### config.mk
export PLATFORM = sky130hd
export DESIGN_NAME = fsync_mesh_top
export DESIGN_NICKNAME = d
export VERILOG_FILES = /design/src/common/fsync_cfg_pkg.sv /design/src/common/fsync_msg_pkg.sv /design/src/fsync_tree/fsync_level_stage.sv /design/src/fsync_tree/fsync_node.sv /design/src/fsync_mesh_top.sv /design/src/fsync_tile_port.sv
export SDC_FILE = /design/constraint.sdc
export NUM_CORES = 1
export LEC_CHECK = 0
export ABC_AREA = 1
export BUFFER_PORTS_ARGS = -buffer_cell sky130_fd_sc_hd__buf_2
export CORE_ASPECT_RATIO = 0.7
export CORE_MARGIN = 5
export CORE_UTILIZATION = 60
export CTS_CLUSTER_DIAMETER = 50
export DETAILED_ROUTE_END_ITERATION = 8
export PLACE_DENSITY = 0.8
export SLEW_MARGIN = 10
export SYNTH_ARGS = -nofsm -noshare
export SYNTH_HDL_FRONTEND = slang
export SYNTH_HIERARCHICAL = 1
export SYNTH_SLANG_ARGS = --single-unit
### constraint.sdc
create_clock -name clk_i -period 2.25 [get_ports clk_i]
set_input_delay 0.1125 -clock clk_i [delete_from_list [all_inputs] [get_ports clk_i]]
set_output_delay 0.1125 -clock clk_i [all_outputs]
set_load 0.005 [all_outputs]
### src/common/fsync_cfg_pkg.sv
package fsync_cfg_pkg;

  // Mesh size, tiles numbered row-major
  parameter int unsigned N_TILES_Y = 2;  // Tile rows
  parameter int unsigned N_TILES_X = 2;  // Tile columns
  parameter int unsigned N_TILES   = N_TILES_Y * N_TILES_X;

  // One tree level per index bit, so level L spans 2^L tiles
  parameter int unsigned TREE_LVLS = $clog2(N_TILES);

  // Field widths of the sync request
  parameter int unsigned LVL_W = 3;  // Barrier level
  parameter int unsigned ID_W  = 4;  // Barrier id

endpackage

### src/common/fsync_msg_pkg.sv
package fsync_msg_pkg;

  // Request travelling up the tree, one per link
  typedef struct packed {
    logic                             valid;  // One-cycle strobe
    logic [fsync_cfg_pkg::LVL_W-1:0]  lvl;    // Target barrier level
    logic [fsync_cfg_pkg::ID_W-1:0]   id;     // Barrier id
  } fsync_req_t;

  // Response travelling down the tree
  // wake and error are pulses and never high together
  typedef struct packed {
    logic wake;   // Barrier reached
    logic error;  // Mismatch or over-height
  } fsync_rsp_t;

endpackage

### src/fsync_tree/fsync_level_stage.sv
`timescale 1ns/100ps

module fsync_level_stage #(
  parameter int unsigned LVL     = 1,  // Level of this stage
  parameter int unsigned N_NODES = 1   // Nodes in this stage
) (
  input  logic                                      clk_i,
  input  logic                                      rst_n_i,

  input  fsync_msg_pkg::fsync_req_t [2*N_NODES-1:0] child_req_i,
  output fsync_msg_pkg::fsync_rsp_t [2*N_NODES-1:0] child_rsp_o,

  output fsync_msg_pkg::fsync_req_t [N_NODES-1:0]   par_req_o,
  input  fsync_msg_pkg::fsync_rsp_t [N_NODES-1:0]   par_rsp_i
);

  // Node count halves per level, so the height follows from both
  localparam int unsigned TREE_LVLS = LVL + $clog2(N_NODES);
  localparam bit          IS_ROOT   = (LVL == TREE_LVLS);

  fsync_msg_pkg::fsync_rsp_t [N_NODES-1:0] par_rsp;

  // Nothing answers from above the root
  assign par_rsp = IS_ROOT ? '0 : par_rsp_i;

  for (genvar n = 0; n < N_NODES; n++) begin : gen_node
    fsync_node #(
      .LVL     ( LVL     ),
      .IS_ROOT ( IS_ROOT )
    ) i_node (
      .clk_i                             ,
      .rst_n_i                           ,
      .left_req_i  ( child_req_i[2*n]   ),
      .right_req_i ( child_req_i[2*n+1] ),
      .left_rsp_o  ( child_rsp_o[2*n]   ),
      .right_rsp_o ( child_rsp_o[2*n+1] ),
      .par_req_o   ( par_req_o[n]       ),
      .par_rsp_i   ( par_rsp[n]         )
    );
  end

endmodule

### src/fsync_tree/fsync_node.sv
`timescale 1ns/100ps

module fsync_node #(
  parameter int unsigned LVL     = 1,     // Level this node decides
  parameter bit          IS_ROOT = 1'b0   // Top of the tree
) (
  input  logic                       clk_i,
  input  logic                       rst_n_i,

  input  fsync_msg_pkg::fsync_req_t  left_req_i,
  input  fsync_msg_pkg::fsync_req_t  right_req_i,
  output fsync_msg_pkg::fsync_rsp_t  left_rsp_o,
  output fsync_msg_pkg::fsync_rsp_t  right_rsp_o,

  output fsync_msg_pkg::fsync_req_t  par_req_o,
  input  fsync_msg_pkg::fsync_rsp_t  par_rsp_i
);

  fsync_msg_pkg::fsync_req_t left_q;     // Pending slot, valid marks it full
  fsync_msg_pkg::fsync_req_t right_q;
  fsync_msg_pkg::fsync_req_t par_req_q;
  fsync_msg_pkg::fsync_rsp_t rsp_q;
  logic                      fwd_q;      // Combined request sent up, waiting

  logic both;
  logic match;
  logic above;
  logic go_up;
  logic wake_dn;
  logic err_dn;
  logic rsp_in;
  logic clear;

  assign both  = left_q.valid && right_q.valid && !fwd_q;
  assign match = (left_q.lvl == right_q.lvl) && (left_q.id == right_q.id);
  assign above = left_q.lvl > LVL;  // Group extends past this node

  assign go_up   = both && match && above && !IS_ROOT;
  assign wake_dn = both && match && !above;
  assign err_dn  = both && (!match || (above && IS_ROOT));

  assign rsp_in = par_rsp_i.wake || par_rsp_i.error;
  assign clear  = wake_dn || err_dn || rsp_in;

  always_ff @(posedge clk_i) begin
    if (!rst_n_i) begin
      left_q.valid    <= 1'b0;
      right_q.valid   <= 1'b0;
      par_req_q.valid <= 1'b0;
      rsp_q           <= '0;
      fwd_q           <= 1'b0;
    end else begin
      if (left_req_i.valid) begin
        left_q <= left_req_i;
      end else if (clear) begin
        left_q.valid <= 1'b0;
      end

      if (right_req_i.valid) begin
        right_q <= right_req_i;
      end else if (clear) begin
        right_q.valid <= 1'b0;
      end

      // Own decision and relay from above are exclusive through fwd_q
      rsp_q.wake  <= wake_dn || par_rsp_i.wake;
      rsp_q.error <= err_dn || par_rsp_i.error;

      par_req_q.valid <= go_up;
      par_req_q.lvl   <= left_q.lvl;
      par_req_q.id    <= left_q.id;

      if (rsp_in) begin
        fwd_q <= 1'b0;
      end else if (go_up) begin
        fwd_q <= 1'b1;
      end
    end
  end

  assign left_rsp_o  = rsp_q;
  assign right_rsp_o = rsp_q;
  assign par_req_o   = par_req_q;

  // Children hold off until their previous request is answered
  a_left_no_restrobe: assert property (@(posedge clk_i) disable iff (!rst_n_i)
    left_req_i.valid |-> !left_q.valid);
  a_right_no_restrobe: assert property (@(posedge clk_i) disable iff (!rst_n_i)
    right_req_i.valid |-> !right_q.valid);

  // Parent only answers what this node sent up
  a_par_rsp_expected: assert property (@(posedge clk_i) disable iff (!rst_n_i)
    rsp_in |-> fwd_q);

  a_rsp_exclusive: assert property (@(posedge clk_i) disable iff (!rst_n_i)
    !(rsp_q.wake && rsp_q.error));

endmodule

### src/fsync_mesh_top.sv
`timescale 1ns/100ps

module fsync_mesh_top #(
  parameter int unsigned N_TILES_Y = fsync_cfg_pkg::N_TILES_Y,  // Tile rows
  parameter int unsigned N_TILES_X = fsync_cfg_pkg::N_TILES_X   // Tile columns
) (
  input  logic                             clk_i,
  input  logic                             rst_n_i,

  input  logic                             req_valid_i [N_TILES_Y*N_TILES_X],
  input  logic [fsync_cfg_pkg::LVL_W-1:0]  req_lvl_i   [N_TILES_Y*N_TILES_X],
  input  logic [fsync_cfg_pkg::ID_W-1:0]   req_id_i    [N_TILES_Y*N_TILES_X],

  output logic                             wake_o      [N_TILES_Y*N_TILES_X],
  output logic                             error_o     [N_TILES_Y*N_TILES_X]
);

  localparam int unsigned N_TILES   = N_TILES_Y * N_TILES_X;
  localparam int unsigned TREE_LVLS = $clog2(N_TILES);

  // All tree links in one array: tile links first, then each level's
  // parent links, ending with the single link above the root
  fsync_msg_pkg::fsync_req_t [2*N_TILES-2:0] link_req;
  fsync_msg_pkg::fsync_rsp_t [2*N_TILES-2:0] link_rsp;

  assign link_rsp[2*N_TILES-2] = '0;  // Above the root

  for (genvar i = 0; i < N_TILES_Y; i++) begin : gen_y_tile
    for (genvar j = 0; j < N_TILES_X; j++) begin : gen_x_tile
      fsync_tile_port i_tile_port (
        .clk_i                                       ,
        .rst_n_i                                     ,
        .req_valid_i ( req_valid_i[i*N_TILES_X+j]   ),
        .req_lvl_i   ( req_lvl_i[i*N_TILES_X+j]     ),
        .req_id_i    ( req_id_i[i*N_TILES_X+j]      ),
        .up_req_o    ( link_req[i*N_TILES_X+j]      ),
        .dn_rsp_i    ( link_rsp[i*N_TILES_X+j]      ),
        .wake_o      ( wake_o[i*N_TILES_X+j]        ),
        .error_o     ( error_o[i*N_TILES_X+j]       )
      );
    end
  end

  // Level k pairs tiles differing in index bit k-1
  for (genvar k = 1; k <= TREE_LVLS; k++) begin : gen_lvl
    localparam int unsigned N_NODES = N_TILES >> k;
    localparam int unsigned BASE    = 2*N_TILES - 2*(N_TILES >> (k-1));  // First child link

    fsync_level_stage #(
      .LVL     ( k       ),
      .N_NODES ( N_NODES )
    ) i_level_stage (
      .clk_i                                                 ,
      .rst_n_i                                               ,
      .child_req_i ( link_req[BASE +: 2*N_NODES]            ),
      .child_rsp_o ( link_rsp[BASE +: 2*N_NODES]            ),
      .par_req_o   ( link_req[BASE + 2*N_NODES +: N_NODES]  ),
      .par_rsp_i   ( link_rsp[BASE + 2*N_NODES +: N_NODES]  )
    );
  end

endmodule

### src/fsync_tile_port.sv
`timescale 1ns/100ps

module fsync_tile_port (
  input  logic                             clk_i,
  input  logic                             rst_n_i,

  input  logic                             req_valid_i,
  input  logic [fsync_cfg_pkg::LVL_W-1:0]  req_lvl_i,
  input  logic [fsync_cfg_pkg::ID_W-1:0]   req_id_i,

  output fsync_msg_pkg::fsync_req_t        up_req_o,
  input  fsync_msg_pkg::fsync_rsp_t        dn_rsp_i,

  output logic                             wake_o,
  output logic                             error_o
);

  fsync_msg_pkg::fsync_req_t up_req_q;
  logic                      waiting_q;  // Request in flight
  logic                      reject_q;   // Rejected strobe, beside up_req_q
  logic                      wake_q;
  logic                      error_q;

  logic rsp_in;
  logic accept;
  logic reject;

  assign rsp_in = dn_rsp_i.wake || dn_rsp_i.error;

  // The wait ends on the edge its response is registered,
  // so a strobe on that same edge starts a fresh request
  assign accept = req_valid_i && (req_lvl_i != '0) && (!waiting_q || rsp_in);
  assign reject = req_valid_i && !accept;  // Level 0 or repeat while waiting

  always_ff @(posedge clk_i) begin
    if (!rst_n_i) begin
      up_req_q.valid <= 1'b0;
      waiting_q      <= 1'b0;
      reject_q       <= 1'b0;
      wake_q         <= 1'b0;
      error_q        <= 1'b0;
    end else begin
      up_req_q.valid <= accept;
      up_req_q.lvl   <= req_lvl_i;
      up_req_q.id    <= req_id_i;
      reject_q       <= reject;

      if (accept) begin
        waiting_q <= 1'b1;
      end else if (rsp_in) begin
        waiting_q <= 1'b0;
      end

      wake_q  <= dn_rsp_i.wake;
      error_q <= dn_rsp_i.error || reject_q;  // Local rejects share the error pulse
    end
  end

  assign up_req_o = up_req_q;
  assign wake_o   = wake_q;
  assign error_o  = error_q;

  // Tree answers only requests this port has sent
  a_rsp_while_waiting: assert property (@(posedge clk_i) disable iff (!rst_n_i)
    rsp_in |-> waiting_q);

endmodule

* Word-level counts from Yosys, hierarchy flattened
Index checks and enable logic that the tools add are counted.
** Cells by class
- Bitwise logic cells :: 1
- Multiplexer cells :: 15
- Eq/ne operators :: 6
- Reduce and logical (&&, ||, !) cells :: 89
- $lt $le $gt $ge :: 3
** Operators by type and width (number)
- $logic_and 1x1->1 :: 31
- $logic_or 1x1->1 :: 21
- $reduce_bool 2->1 :: 10
- $logic_not 1->1 :: 16
- $mux 1 :: 15
- $eq 4x4->1 :: 3
- $reduce_and 2->1 :: 6
- $reduce_bool 3->1 :: 4
- $eq 3x3->1 :: 3
- $gt 3x1->1 const B :: 2
- $gt 3x2->1 const B :: 1
- $reduce_or 2->1 :: 1
- $not 1->1 :: 1
** Storage, ports and cells
- Output and inout bits :: 8
- Flip-flop bits (word level) :: 118

* Longest topological paths before layout
Gate-level depths: netlist of the first run.
- Word-level depth :: 8
- Gate-level depth with buffers :: 9
- Mapped depth without buffers :: 9

* Cells and area by module
Netlist of the first run, hierarchy kept.
** Modules (own cells, without submodules)
- fsync_node (gen_lvl[1].i_level_stage.gen_node[0].i_node ...) :: seq. area each 750.7 um2, times used 2, cells each 104, area each 1087.3 um2
- fsync_tile_port :: seq. area each 310.3 um2, times used 4, cells each 30, area each 385.4 um2
- fsync_node (gen_lvl[2].i_level_stage.gen_node[0].i_node) :: seq. area each 710.7 um2, times used 1, cells each 84, area each 960.9 um2
- fsync_level_stage (gen_lvl[2].i_level_stage) :: seq. area each 0.0 um2, times used 1, cells each 1, area each 3.8 um2
- fsync_mesh_top :: seq. area each 0.0 um2, times used 1, cells each 1, area each 3.8 um2

* Worst setup path before layout of the first run
Ideal clock, no wire load.
- Path type :: flip-flop to flip-flop
- Start point :: register gen_lvl[1].i_level_stage/gen_node[1].i_node/left_q[5] (netlist name)
- End point :: register gen_lvl[1].i_level_stage/gen_node[1].i_node/left_q[7] (netlist name)
- Cell stages (with the launch flop) :: 7
- Data required time :: 2136 ps
- Arrival :: 1006 ps
- Slack :: 1130 ps
- Path through :: edfxtp_1 xnor2_1 nand2_1 nor2_2 nand4_1 nand4_1 nand2_1
** Between the ends
- Cells in the longest elaborated chain, start to end :: 7
- Elaborated cells between the ends (all ways) :: 11
- Classes of those cells :: order compare (1); eq/ne (1); reduce/logical (9)
** Ends and longest elaborated chain
- from (decl) :: RTL line fsync_node.sv:19 : fsync_msg_pkg::fsync_req_t left_q;
- from (signal assigned) :: RTL line fsync_node.sv:54 : left_q <= left_req_i;
- branches (longest 4 deep; another with $gt 3x1->1)
- $logic_or 1x1->1 * (2 in a row) :: RTL line fsync_node.sv:43 : assign clear = wake_dn || err_dn || rsp_in;
- $reduce_bool 2->1 (no source line) *
Mark *: on every way between the ends.
A chain may end at the register's enable or synchronous reset.

* Worst setup path after layout of the first run
- Start point :: register gen_lvl[1].i_level_stage/gen_node[0].i_node/left_q[5] (netlist name)
- End point :: register gen_lvl[1].i_level_stage.gen_node[0].i_node.fwd_q
** Between the ends
- Cells in the longest elaborated chain, start to end :: 4
- Elaborated cells between the ends (all ways) :: 5
- Classes of those cells :: order compare (1); eq/ne (1); reduce/logical (3)
** Ends and longest elaborated chain
- from (decl) :: RTL line fsync_node.sv:19
- from (signal assigned) :: RTL line fsync_node.sv:54
- branches (longest 3 deep; another with $gt 3x1->1)
- $logic_and 1x1->1 * :: RTL line fsync_node.sv:38 : assign go_up = both && match && above && !IS_ROOT;
- to (signal assigned) :: RTL line fsync_node.sv:51 : fwd_q <= 1'b0;
- to (signal assigned) :: RTL line fsync_node.sv:74 : fwd_q <= 1'b0;
- to (signal assigned) :: RTL line fsync_node.sv:76 : fwd_q <= 1'b1;
- to (decl) :: RTL line fsync_node.sv:23 : logic fwd_q;
Marks and branches as above.

==> results by stage, run 1 <==
Detailed routing:
- The routed layout has 3,079 vias.
- For this block, the initial DRC count from the detailed router was 269.
- The first detailed-routing pass ran for 5 iterations.
- In the final routed layout, each cell accounts on average for 15.8 um.
- The routed design has 9.58 mm of wire.
- The mean number of vias per cell is 5.06.
- The antenna violation net count after detailed routing is 0.
- The post-route DRC violation count is 0.

Clock network:
- The tree built by TritonCTS fans out to 120 sinks.
- Post-CTS repair changed the size of 0 cells.
- The maximum level of the CTS H-tree is 4.
- The insertion delay to the later sink of the worst-skew pair is 510 ps.
- The number of setup buffers added after CTS is 0.
- The number of buffers on the longest clock path is 2.
- The TritonCTS buffer count is 17.
- The clock tree from TritonCTS is yes.
- Clock-pin slew was measured on the worst setup and hold paths at 60 ps.
- The cell chosen for the clock root is sky130_fd_sc_hd__clkbuf_8.

Place:
- The number of port buffers is 41.
- At the placement stage, the worst setup path has a slack of 911 ps.
- The global placer's final weighted congestion is 0.850.
- The final HPWL from detailed placement is 5.30 mm.

Layout:
- The repair_antennas step left the layout with diodes totalling 0.
- In the final design database the tool counted 531 nets.
- Of the cells placed in the final design, the portion with a size suffix greater than 1 is 17.3%.
- Leaving out fill and tap cells, the most frequent cell in the layout is sky130_fd_sc_hd__nand2_1.
- Compared with the post-synthesis result, the final layout area differs by 27.0%.
- In the layout the commonest cells are sky130_fd_sc_hd__nand2_1 (116), sky130_fd_sc_hd__edfxtp_1 (84), sky130_fd_sc_hd__inv_1 (77).
- Once layout is complete, the utilization of the core stands at 78.1%.

Logic synthesis:
- The yosys synthesis warning count is 6.
- The synthesized netlist occupies a cell area of 4460 sq um.
- After technology mapping, the gate count stands at 404.
- After synthesis, the mean cell area works out to 11.0 sq um.

Pwr:
- In this run, the combinational gates consume 4.3% of the power.
- Per report_power, the clock group accounts for 48.0% of the total.
- The switching part of the total power is 21.4%.
- The worst-case vdd ir drop is 0.717 mV.
- In this run, flip-flops and latches consume 47.7% of the power.
- The reported leakage power is 2.61 nW.
- The switching component of the power is 1.13 mW.
- The total power of the final layout is 5.28 mW.
- The internal power of the cells totals 4.15 mW.
- The total power divided by cell area is 931 nW/um^2.

Global routing:
- The largest net degree at the start of global routing is 26.
- The number of global-route vias before repair is 3,219.
- The first global-routing pass estimated 15.5 mm of wire.
- The initial antenna violation count is 0.
- The remaining global-route overflow is 0.
- For this run, the total global-route usage over all layers was measured as 22.9%.

Worst setup path:
- Data arrives at the worst endpoint at 1820 ps.
- The critical path is of the flip-flop to flip-flop type.
- Of all nets on the critical path, the largest fanout is 6.
- The nature of the critical path startpoint is a flip-flop.
- The worst setup path is captured at a flip-flop.
- The required time of the critical path is 2670 ps.

STA:
- The routed design could run at a clock period as short as 1410 ps.
- The worst clock skew is 5.97 ps.
- Setup repair after global routing left no endpoint under its margin.
- The least setup slack across all paths after layout is 845 ps.
- Derived from the worst setup path, the maximum achievable clock frequency is 712 MHz.
- The count of endpoints failing hold in the final timing report is 0.
- The setup violation total in the final timing report is 0.
- The max-slew violation count is 0.
- Setup total negative slack on the finished layout was measured at 0 ps.
- The part of the cycle the worst path needs is 62.4%.

Die:
- In this run the core area contains 26 standard-cell rows.
- For this configuration, the core starts out at a cell density of 61.5%.
- The floorplan die height is 82.1 um.
- The die area is 9280 sq um.
- The standard cell core area is 7250 sq um.
- 42 I/O pins were placed.
- From left edge to right edge, the die measures 113 um.

Min path:
- The tightest min-delay check is of the primary input to flip-flop type.

Job:
- Across the run, the number of max-cap violations was 0.

Status:
- The run finished with clean final reports.
[sequential cells by signal, indices dropped and copies added, names as in the netlist]
name / count
gen_y_tile.gen_x_tile.i_tile_port/waiting_q: 4
gen_lvl.i_level_stage/gen_node.i_node/par_req_o: 16
gen_lvl.i_level_stage/gen_node.i_node/left_q: 24
gen_lvl.i_level_stage/gen_node.i_node/left_rsp_o: 6
gen_y_tile.gen_x_tile.i_tile_port/wake_o: 4
gen_lvl.i_level_stage/gen_node.i_node/fwd_q: 2
gen_y_tile.gen_x_tile.i_tile_port/reject_q: 4
gen_y_tile.gen_x_tile.i_tile_port/error_o: 4
gen_y_tile.gen_x_tile.i_tile_port/up_req_o: 32
gen_lvl.i_level_stage/gen_node.i_node/right_q: 24
[worst paths after layout]
kind | depth (start not counted) | slack (ps) | from | endpoint
setup / recovery | 5 | 840 | flip-flop | flip-flop
hold / removal | 1 | 100 | rst_n_i | flip-flop
setup reg to reg | 5 | 840 | flip-flop | flip-flop
hold reg to reg | 0 | 420 | flip-flop | flip-flop
[timing repair]
item                                   CTS  global route
endpoints found under the hold margin   40             0
setup endpoints to repair                0             0
hold buffers                            32             0
[power by group through the flow]
| stage | Combinational (mW) | Sequential [mW] | Clock [mW] |
|---|---|---|---|
| final | 0.228 | 2.51 | 2.53 |
| after global routing | 0.252 | 2.52 | 2.70 |
| after CTS | 0.217 | 2.51 | 2.56 |
| after detailed placement | 0.169 | 2.55 | 0 |
| after global placement | 0.161 | 2.55 | 0 |
| after floorplan | 0.0905 | 2.54 | 0 |
[cell type report]
| cell class | instances | area (sq um) |
|---|---|---|
| Fill cell | 390 | 1590 |
| Inverter | 80 | 300 |
| Tap cell | 98 | 123 |
| Clock inverter | 14 | 148 |
| Multi-Input combinational cell | 202 | 886 |
| Sequential cell | 120 | 3240 |
| Timing Repair Buffer | 76 | 548 |
| Clock buffer | 18 | 418 |
[critical path: stages (launching register included)]
cell and delay [ps]:
sky130_fd_sc_hd__edfxtp_1 490, sky130_fd_sc_hd__xnor2_1 220, sky130_fd_sc_hd__nand2_1 90, sky130_fd_sc_hd__nor2_2 130
sky130_fd_sc_hd__o2111ai_1 170, sky130_fd_sc_hd__a21oi_1 220
[metal layers]
metal  wire [um]  GRT usage (%)  up-vias
met5           0              0        -
met4         251           9.96        0
met3         647           6.70       29
met2        4830           40.6      151
met1        3840           26.5     1443
li1            -              -     1456
[through the flow]
| step | hold slack, ps | cell area, sq um | instances |
|---|---|---|---|
| after floorplan | 210 | 4470 | 408 |
| after global placement | 288 | 4780 | 544 |
| after detailed placement | 291 | 4780 | 544 |
| after CTS | 76.4 | 5670 | 608 |
| after global routing | 85.0 | 5670 | 608 |
| final | 97.5 | 5670 | 608 |
Power figures use the tool's default switching activity.
==> inputs of run 2 (changes only) <==
--- a/config.mk
+++ b/config.mk
@@ -9,10 +9,10 @@
 export BUFFER_PORTS_ARGS = -buffer_cell sky130_fd_sc_hd__buf_2
 export CORE_ASPECT_RATIO = 0.7
 export CORE_MARGIN = 5
-export CORE_UTILIZATION = 60
+export CORE_UTILIZATION = 53
 export CTS_CLUSTER_DIAMETER = 50
 export DETAILED_ROUTE_END_ITERATION = 8
-export PLACE_DENSITY = 0.8
+export PLACE_DENSITY = 0.75
 export SLEW_MARGIN = 10
 export SYNTH_ARGS = -nofsm -noshare
 export SYNTH_HDL_FRONTEND = slang
==> constraint.sdc (replaced) <==
create_clock -name clk_i -period 1.2 [get_ports clk_i]
set_input_delay 0.06 -clock clk_i [delete_from_list [all_inputs] [get_ports clk_i]]
set_output_delay 0.06 -clock clk_i [all_outputs]
set_load 0.005 [all_outputs]
==> run 2 against run 1 <==
The run now ends with negative setup slack left. Hold slack worse by 66 ps. First-iteration DRC count is 4.8% lower. Worst setup slack worse by 1000 ps. Global-route usage is 5.2 points lower. Final cell count is 4.4% higher. Critical path depth is 3 higher. Largest power group unchanged. Register-to-register slack worse by 1000 ps.
==> results by stage, run 2 (synthesis gave the netlist of run 1 again) <==
Worst setup path:
- The critical path is of the flip-flop to flip-flop type.
- Along the worst path, the maximum fanout reaches 5.
- The data arrival time of the worst path is 1640 ps.
- The required time of the critical path is 1480 ps.
- The critical path endpoint category is a flip-flop.
- The worst setup path is launched from a flip-flop.

Pwr:
- The reported leakage power is 2.74 nW.
- The total power divided by cell area is 1730 nW/um^2.
- The clock share of power is 50.0%.
- The switching component of the power is 2.04 mW.
- Sequential cells burn 45.5% of the power.
- The share of total power in combinational logic is 4.5%.
- The total power of the final layout is 10.3 mW.
- Of the total power, the share spent switching nets is 19.7%.
- The internal cell power is 8.30 mW.
- Across the VDD grid, the largest voltage drop is 1.19 mV.

STA:
- The worst path uses 113% of the clock period.
- Setup violations remaining at the end of the flow were counted as 11.
- The fmax is 737 MHz.
- Across all setup checks in the final design, the least slack found is -157 ps.
- Adding up every negative setup slack in the final design gives -937 ps.
- Across the routed clock network, the largest skew measured is 3.88 ps.
- Setup repair after global routing could not meet its margin everywhere.
- The final critical delay including setup and external delays is 1360 ps.
- The max-slew violation count came to 0.
- The count of endpoints failing hold in the final timing report came to 0.

Die:
- The standard cell core area is 8340 sq um.
- In this run the horizontal extent of the chip is 120 um.
- The starting utilization of the core area is 53.5%.
- The number of I/O pins is 42.
- The die area is 10,400 sq um.
- The number of placement rows is 28.
- The floorplan die height is 86.7 um.

Place:
- Port buffering added 41 buffers.
- The global placer's final weighted congestion is 0.840.
- In this run the cell area measured after placement is 4870 sq um.
- OpenSTA, run right after detailed placement, puts the worst setup slack at -106 ps.
- The HPWL after detailed placement is 5.16 mm.

Detailed routing:
- Dividing the detail-routed via count by the number of cells gives 4.72.
- The routed wire length per instance is 13.5 um.
- In this run, the number of DRC markers left after iteration 0 of detailed routing was 256.
- The routed design has 8.58 mm of wire.
- The via count of the routed design is 2,995.
- After detailed routing, the number of remaining DRC violations is 0.
- The detailed-routing iteration count for the pre-antenna-repair pass is 5.
- The antenna violation net count after detailed routing is 0.

Global routing:
- The initial antenna violation count is 0.
- The largest net degree at the start of global routing is 20.
- The global-route total usage across every layer is 17.8%.
- The remaining global-route overflow is 0.
- The number of global-route vias before repair was 2,951.
- The first global-routing pass estimated 13.7 mm of wire.

Clock network:
- The TritonCTS buffer count is 17.
- The H-tree was split into 4 levels.
- The clock edge transition at the registers on the reported setup and hold paths is 50 ps.
- Counting every sink on the clock net gives 120.
- The clock tree from TritonCTS is yes.
- In this run the clock root is driven by a sky130_fd_sc_hd__clkbuf_16.
- The insertion delay to the later sink of the worst-skew pair is 400 ps.
- The number of buffers on the longest clock path is 2.

Layout:
- The most common cell after layout, fill and taps aside is sky130_fd_sc_hd__nand2_1.
- At the end of the flow, the number of nets in the layout was 551.
- The finished cells cover 5970 sq um.
- The relative area change from synthesis to final layout is 33.8%.
- The repair_antennas step left the layout with diodes totalling 0.
- In the layout the commonest cells are sky130_fd_sc_hd__nand2_1 (103), sky130_fd_sc_hd__edfxtp_1 (84), sky130_fd_sc_hd__inv_1 (75).
- The register with the most flip-flops in the layout has 32 of them.
- The proportion of layout cells with a drive suffix above 1 is 24.2%.
- The core occupancy in the finished layout is 71.5%.

Job:
- Max-cap violations in this run came to 0.

Status:
- The final reports fail on negative setup slack.
- The run finished, with violations left.

Min path:
- The class of the tightest hold or removal check is primary input to flip-flop.
run 2: cell types whose count changed in the layout (fill, tap and decap cells not counted), sizes merged:
cell    previous run  this run
buf               44        64
inv               83        80
clkinv             7         8
bufinv             2         4
run 2: worst max-delay path: stages, from the launching register on:
cell and delay, ps:
sky130_fd_sc_hd__edfxtp_1 470, sky130_fd_sc_hd__inv_2 110, sky130_fd_sc_hd__nand2_2 60, sky130_fd_sc_hd__nand2_2 70
sky130_fd_sc_hd__nand2_2 70, sky130_fd_sc_hd__nor2_4 100, sky130_fd_sc_hd__nand4_1 150, sky130_fd_sc_hd__nand4_1 130
sky130_fd_sc_hd__nand2_1 80
run 2: final timing paths:
kind                to  slack [ps]       from  depth (start not counted)
min reg2reg  flip-flop         420  flip-flop                          0
max          flip-flop        -160  flip-flop                          8
max reg2reg  flip-flop        -160  flip-flop                          8
min          flip-flop          30    rst_n_i                          2
run 2: timing repair:
| item | 4_1_cts | 5_1_grt |
|---|---|---|
| resized for setup | 4 | 22 |
| endpoints found under the hold margin | 40 | 0 |
| endpoints found under the setup margin | 10 | 14 |
| hold buffers | 32 | 0 |
| setup buffers | 6 | 5 |
| pin swaps | 7 | 25 |
run 2: metrics by stage:
stage / hold slack, ps / std cells
3_5_place_dp: 238 / 560
4_1_cts: 12.8 / 630
5_1_grt: 21.0 / 635
3_3_place_gp: 236 / 560
2_1_floorplan: 158 / 408
6_report: 31.6 / 635
run 2: power by group through the flow:
stage                     clock network (mW)  logic (mW)  registers, mW
after floorplan                            0       0.170           4.76
after global placement                     0       0.324           4.78
after detailed placement                   0       0.337           4.79
after CTS                               5.25       0.435           4.70
after global routing                    5.47       0.516           4.72
final                                   5.17       0.463           4.71
run 2: layer usage:
metal | GRT usage, % | routed length (um)
met5 | 0 | 0
met3 | 6.20 | 481
met2 | 30.0 | 4310
met4 | 5.93 | 115
met1 | 21.7 | 3680
run 2: final cells by class:
class,instances,area (sq um)
clock buffers,18,429
clock inverters,14,181
fillers,523,2370
inverters,80,300
multi-input cells,202,966
flip-flops and latches,120,3240
well taps,105,131
repair buffers,96,714
